$ cat config.mk
export PLATFORM = sky130hd
export DESIGN_NAME = hci_core_mux_dynamic
export DESIGN_NICKNAME = d
export VERILOG_FILES = /design/src/logic/hci_arb_pkg.sv /design/src/logic/hci_mem_pkg.sv /design/src/logic/hci_core_mux_dynamic.sv
export VERILOG_INCLUDE_DIRS = /design/src /design/src/logic
export SDC_FILE = /design/constraint.sdc
export NUM_CORES = 1
export LEC_CHECK = 0
export ABC_CLOCK_PERIOD_IN_PS = 1500
export BUFFER_PORTS_ARGS = -buffer_cell sky130_fd_sc_hd__clkbuf_2
export CORE_AREA = 10 10 182 184
export DETAILED_ROUTE_END_ITERATION = 10
export DIE_AREA = 0 0 192 194
export PLACE_DENSITY = 0.4
export SKIP_CTS_REPAIR_TIMING = 1
export SYNTH_ARGS = -nofsm -noshare
export SYNTH_HDL_FRONTEND = slang
export SYNTH_SLANG_ARGS = --single-unit
export TNS_END_PERCENT = 20
$ cat constraint.sdc
create_clock -name clk_i -period 1.5 [get_ports clk_i]
set_input_delay 0.075 -clock clk_i [delete_from_list [all_inputs] [get_ports clk_i]]
set_output_delay 0.075 -clock clk_i [all_outputs]
set_load 0.02 [all_outputs]
$ cat src/logic/hci_params.svh
`ifndef HCI_PARAMS_SVH
`define HCI_PARAMS_SVH

// Data path.
`define HCI_DW 32                 // Data width in bits.
`define HCI_AW 8                  // Word address width.
`define HCI_BW (`HCI_DW/8)        // One enable per byte.

// Channel counts.
`define HCI_NB_IN 4               // Accelerator request channels.
`define HCI_NB_OUT 2              // Output ports, one bank each.

// Bank geometry.
`define HCI_BANK_WORDS 256        // Words per bank.

`endif
$ cat src/logic/hci_arb_pkg.sv
`include "hci_params.svh"

package hci_arb_pkg;

  // Candidates that compete for one output port.
  localparam int unsigned GROUP_SIZE = `HCI_NB_IN / `HCI_NB_OUT;

  // A group of one still needs a one bit index.
  localparam int unsigned CNT_W = (GROUP_SIZE > 1) ? $clog2(GROUP_SIZE) : 1;

  // Shared round-robin counter.
  typedef logic [CNT_W-1:0] rr_cnt_t;

  // Winner index within a port's group.
  typedef logic [CNT_W-1:0] winner_t;

  // One winner per output port.
  typedef winner_t [`HCI_NB_OUT-1:0] winner_vec_t;

endpackage

$ cat src/logic/hci_mem_pkg.sv
`include "hci_params.svh"

package hci_mem_pkg;

  // One memory transaction as issued by an initiator.
  typedef struct packed {
    logic                 wen;   // 1 is a read, 0 is a write.
    logic [`HCI_AW-1:0]   add;   // Word address inside the bank.
    logic [`HCI_BW-1:0]   be;    // Byte enables for writes.
    logic [`HCI_DW-1:0]   data;  // Write data.
  } hci_req_t;

  // Answer returned one cycle after acceptance.
  typedef struct packed {
    logic [`HCI_DW-1:0]   r_data;  // Read data.
    logic                 r_opc;   // Set when the access was a write.
  } hci_rsp_t;

endpackage

$ cat src/logic/hci_core_mux_dynamic.sv
`include "hci_params.svh"

module hci_core_mux_dynamic #(
  parameter int unsigned NB_IN_CHAN  = `HCI_NB_IN,
  parameter int unsigned NB_OUT_CHAN = `HCI_NB_OUT,
  parameter type         req_t       = hci_mem_pkg::hci_req_t,
  parameter type         rsp_t       = hci_mem_pkg::hci_rsp_t
) (
  input  logic                   clk_i,
  input  logic                   rst_ni,
  input  logic                   clear_i,

  // Channel side.
  input  logic [NB_IN_CHAN-1:0]  in_req,
  input  req_t [NB_IN_CHAN-1:0]  in_data,
  output logic [NB_IN_CHAN-1:0]  in_gnt,
  output logic [NB_IN_CHAN-1:0]  in_r_valid,
  output rsp_t [NB_IN_CHAN-1:0]  in_r_data,

  // Port side.
  output logic [NB_OUT_CHAN-1:0] out_req,
  output req_t [NB_OUT_CHAN-1:0] out_data,
  input  logic [NB_OUT_CHAN-1:0] out_gnt,
  input  logic [NB_OUT_CHAN-1:0] out_r_valid,
  input  rsp_t [NB_OUT_CHAN-1:0] out_r_data
);

  import hci_arb_pkg::*;

  localparam int unsigned GROUP = NB_IN_CHAN / NB_OUT_CHAN;  // Candidates per port.

  rr_cnt_t                    rr_cnt;      // Shared by all ports.
  logic                       cnt_en;
  winner_t [NB_OUT_CHAN-1:0]  winner_d;
  winner_t [NB_OUT_CHAN-1:0]  winner_q;    // Steers the response.
  logic    [NB_OUT_CHAN-1:0]  accepted_q;  // Port had a transfer last cycle.

  // Channel counts must split evenly and fit the counter.
  if ((NB_IN_CHAN % NB_OUT_CHAN) != 0 || GROUP > (2 ** $bits(rr_cnt_t))) begin : gen_bad_cfg
    $error("hci_core_mux_dynamic: unsupported channel counts");
  end

  // Advance when a port moved data while some channel is still waiting.
  assign cnt_en = (|(out_req & out_gnt)) & (|(in_req & ~in_gnt));

  always_ff @(posedge clk_i or negedge rst_ni) begin
    if (!rst_ni) begin
      rr_cnt <= '0;
    end else if (clear_i) begin
      rr_cnt <= '0;
    end else if (cnt_en) begin
      if (rr_cnt == rr_cnt_t'(GROUP - 1)) begin
        rr_cnt <= '0;                      // Wrap at the group size.
      end else begin
        rr_cnt <= rr_cnt + rr_cnt_t'(1);
      end
    end
  end

  // Rotating priority scan picks one winner per port.
  always_comb begin : arbiter_comb
    int unsigned cand;
    cand = 0;
    for (int i = 0; i < NB_OUT_CHAN; i++) begin
      out_req[i]  = 1'b0;
      winner_d[i] = winner_t'(rr_cnt);     // Idle default.
      // Scan from the far end so the nearest requester wins last.
      for (int k = GROUP - 1; k >= 0; k--) begin
        cand = int'(rr_cnt) + k;
        if (cand >= GROUP) begin
          cand = cand - GROUP;
        end
        if (in_req[cand * NB_OUT_CHAN + i]) begin
          out_req[i]  = 1'b1;
          winner_d[i] = winner_t'(cand);
        end
      end
      out_data[i] = in_data[winner_d[i] * NB_OUT_CHAN + i];  // Forward payload.
    end
  end

  // Grants follow the current winner, responses the registered one.
  always_comb begin : response_comb
    in_gnt     = '0;
    in_r_valid = '0;
    in_r_data  = '0;
    for (int i = 0; i < NB_OUT_CHAN; i++) begin
      in_gnt[winner_d[i] * NB_OUT_CHAN + i]     = out_gnt[i] & out_req[i];
      in_r_valid[winner_q[i] * NB_OUT_CHAN + i] = out_r_valid[i] & accepted_q[i];
      in_r_data[winner_q[i] * NB_OUT_CHAN + i]  = out_r_data[i];
    end
  end

  // Remember who was served so the answer finds its way back.
  always_ff @(posedge clk_i or negedge rst_ni) begin
    if (!rst_ni) begin
      winner_q   <= '0;
      accepted_q <= '0;
    end else begin
      winner_q   <= winner_d;
      accepted_q <= out_req & out_gnt;
    end
  end

  for (genvar j = 0; j < NB_IN_CHAN; j++) begin : gen_chan_checks

    // A channel is never granted unless it asks.
    a_gnt_needs_req : assert property (
      @(posedge clk_i) disable iff (!rst_ni)
      in_gnt[j] |-> in_req[j]
    ) else $error("channel %0d granted without a request", j);

  end

  for (genvar i = 0; i < NB_OUT_CHAN; i++) begin : gen_port_checks

    // A port answers only for a transfer it accepted one cycle before.
    a_rvalid_after_accept : assert property (
      @(posedge clk_i) disable iff (!rst_ni)
      out_r_valid[i] |-> $past(out_req[i] && out_gnt[i])
    ) else $error("port %0d response without an accepted request", i);

  end

endmodule

==> results_dict.tcl <==
set metrics [dict create \
    drt-vias-per-instance 3.33 \
    skew_ns 0.00353 \
    min_period_ns 1.80 \
    cp_max_fo 9 \
    status "finished with violations" \
    internal_power_mw 1.95 \
    switching_share 0.490 \
    violations "negative setup slack" \
    critPathRequiredTime_ns 1.42 \
    portBuffers 488 \
    maxSlewViolCount 0 \
    netlist_area_mm2 0.00237 \
    grt_util_all_layers 0.0938 \
    fillers 3296 \
    diodes 0 \
    antenna_found_initial 1 \
    area_growth_pct 142 \
    max_freq_mhz 556 \
    rows 63 \
    start_util 0.0808 \
    p_seq_frac 0.047 \
    cts_root_buffer "clkbuf_16" \
    hp-start "out_gnt[1]" \
    rr_startpoint "rr_cnt" \
    drv_cap 0 \
    end_kind "primary output" \
    drt_iter0_markers 65 \
    drive_above_1_share 0.791 \
    syn_avg_cell_area_um2 8.54 \
    first_pass_iters 4 \
    numCtsBuffers 3 \
    ios 489 \
    rsz0062_at_grt "yes" \
    fin_area_mm2 0.00574 \
    gp_congestion 0.785 \
    grt_overflow 0 \
    critPathKind "flip-flop to primary output" \
    syn_nets 535 \
    insertion_delay_ns 0.23 \
    drcViolationCount 0 \
    ys_seq_elements 5 \
    grt_pass1_wl_um 26800 \
    synth_cell_types 20 \
    combPwrFrac 0.836 \
    tightest_slew_ns 0.289 \
    startpoint_type "flip-flop" \
    seqCellArea_um2 126 \
    grt_pass1_vias 4110 \
    ant_nets 0 \
    fp.dieW_um 192 \
    htree_levels 1 \
    p_sw_mw 1.87 \
    post_dp_cell_area_mm2 0.00533 \
    grt_max_degree 65 \
    setup_viol 92 \
    fin_crit_sh 1.20 \
    startpoint "rr_cnt" \
    multi_input_area_mm2 0.00213 \
    utilization 0.195 \
    irDropWorstVdd_mv 0.228 \
    num-nets-final 1025 \
    ys_warn_count 0 \
    arrival_ns 1.72 \
    dieArea_mm2 0.0372 \
    cts_buffer_depth 2 \
    slew_headroom 0.808 \
    cts.reportedPaths.clkPinSlew_ns 0.04 \
    setup_ws_ns -0.297 \
    pwr-share-clk 0.117 \
    wl_per_cell_um 17.8 \
    fp.coreArea_mm2 0.0294 \
    p_per_area_mw_per_mm2 665 \
    yosysSeqAreaShare 0.0527 \
    dp_hpwl_um 18500 \
    dieHeight_um 194 \
    hold_class "input port to flip-flop" \
    cts_tree "done" \
    synthCells 278 \
    vias 3854 \
    cts.sink_count 5 \
    routed_wl_um 20600 \
    hold_violations 0 \
    power.leakage_nw 3.26 \
]
## registers in the layout, indices dropped and copies added, names as in the netlist
name	cells
accepted_q	2
winner_q	2
rr_cnt	1
## cells in the final DEF, fill, tap and decap left out, types with 2 or more instances in the layout
master | Yosys | final
or2_2 | 2 | 2
buf_4 | 4 | 25
and3_1 | 5 | 5
nor2b_1 | 67 | 67
clkbuf_16 | 0 | 7
nor2_1 | 4 | 4
buf_6 | 4 | 18
nand2_1 | 4 | 3
buf_12 | 0 | 7
buf_2 | 2 | 25
mux2_2 | 60 | 58
dfrtp_1 | 5 | 4
and2_1 | 70 | 70
clkbuf_2 | 0 | 429
mux2_4 | 30 | 32
## cells in the mapped netlist (all sizes together)
master | instances | share of area
maj3 | 1 | 0.0047
inv | 1 | 0.0016
mux2 | 91 | 0.48
o21ai | 1 | 0.0021
a21oi | 1 | 0.0021
nor2 | 4 | 0.0063
a311o | 1 | 0.0042
buf | 10 | 0.036
and2 | 70 | 0.18
dfrtp | 5 | 0.053
nor2b | 67 | 0.18
nand2 | 4 | 0.0063
clkbuf | 14 | 0.022
and3 | 5 | 0.013
xor2 | 1 | 0.0037
or2 | 2 | 0.0053
## stage by stage
stage / TNS, ns / std cells / setup WS (ns) / total power [mW] / hold WS [ns]
2_1_floorplan: 0 / 278 / 0.0756 / 1.93 / -0.221
3_3_place_gp: -0.411 / 1143 / -0.0705 / 3.17 / -0.0738
3_5_place_dp: -1.62 / 1143 / -0.0851 / 3.16 / -0.0727
4_1_cts: -24.16 / 1147 / -0.340 / 3.63 / -0.315
5_1_grt: -29.28 / 1157 / -0.347 / 4.07 / 0.191
6_report: -23.32 / 1157 / -0.297 / 3.82 / 0.160
## cell families (layout without fill, tap and decap cells)
group,Yosys count,in the layout,synth area share
simple gates,152,152,0.392
mux,91,91,0.479
buf+inv,25,514,0.0595
flops,5,5,0.0527
compound gates,3,3,0.00843
fa+ha+maj,1,1,0.00474
xor+xnor,1,1,0.00369
## power by group through the flow
| stage | Combinational [mW] | Clock, mW | Sequential (mW) |
|---|---|---|---|
| 2_1_floorplan | 1.77 | 0 | 0.164 |
| 3_3_place_gp | 2.98 | 0 | 0.183 |
| 3_5_place_dp | 2.97 | 0 | 0.184 |
| 4_1_cts | 2.98 | 0.461 | 0.182 |
| 5_1_grt | 3.41 | 0.473 | 0.186 |
| 6_report | 3.19 | 0.447 | 0.180 |
## worst max-delay path, cell delays in order, from the launching register on
cell and delay (ns):
dfrtp_1 0.39, maj3_4 0.42, clkbuf_16 0.21, mux2_4 0.30, clkbuf_2 0.16
## area by class of cell
type                            count  area share
Timing Repair Buffer              509       0.507
Multi-Input combinational cell    248       0.371
Sequential cell                     5      0.0220
Tap cell                          390      0.0850
Inverter                            1    0.000654
Clock buffer                        4      0.0137
## worst paths after layout
path | endpoint | slack, ns | cells after the start
max in group asynchronous | winner_q[0] | 1.09 | 2
worst max-delay path | out_data[74] | -0.30 | 4
worst max register to register | winner_q[0] | 0.29 | 6
worst min register to register | rr_cnt | 0.90 | 4
min in group asynchronous | accepted_q[0] | 0.23 | 2
worst min-delay path | accepted_q[1] | 0.16 | 2
## metal layers
layer | GRT usage | wire length (um) | vias to the layer above
li1 | - | - | 1899
met1 | 0.0826 | 6390 | 1670
met2 | 0.185 | 11000 | 275
met3 | 0.0482 | 3090 | 8
met4 | 0.0146 | 144 | 2
met5 | 0 | 13 | -
No activity file was read; power rests on OpenSTA's default activity.
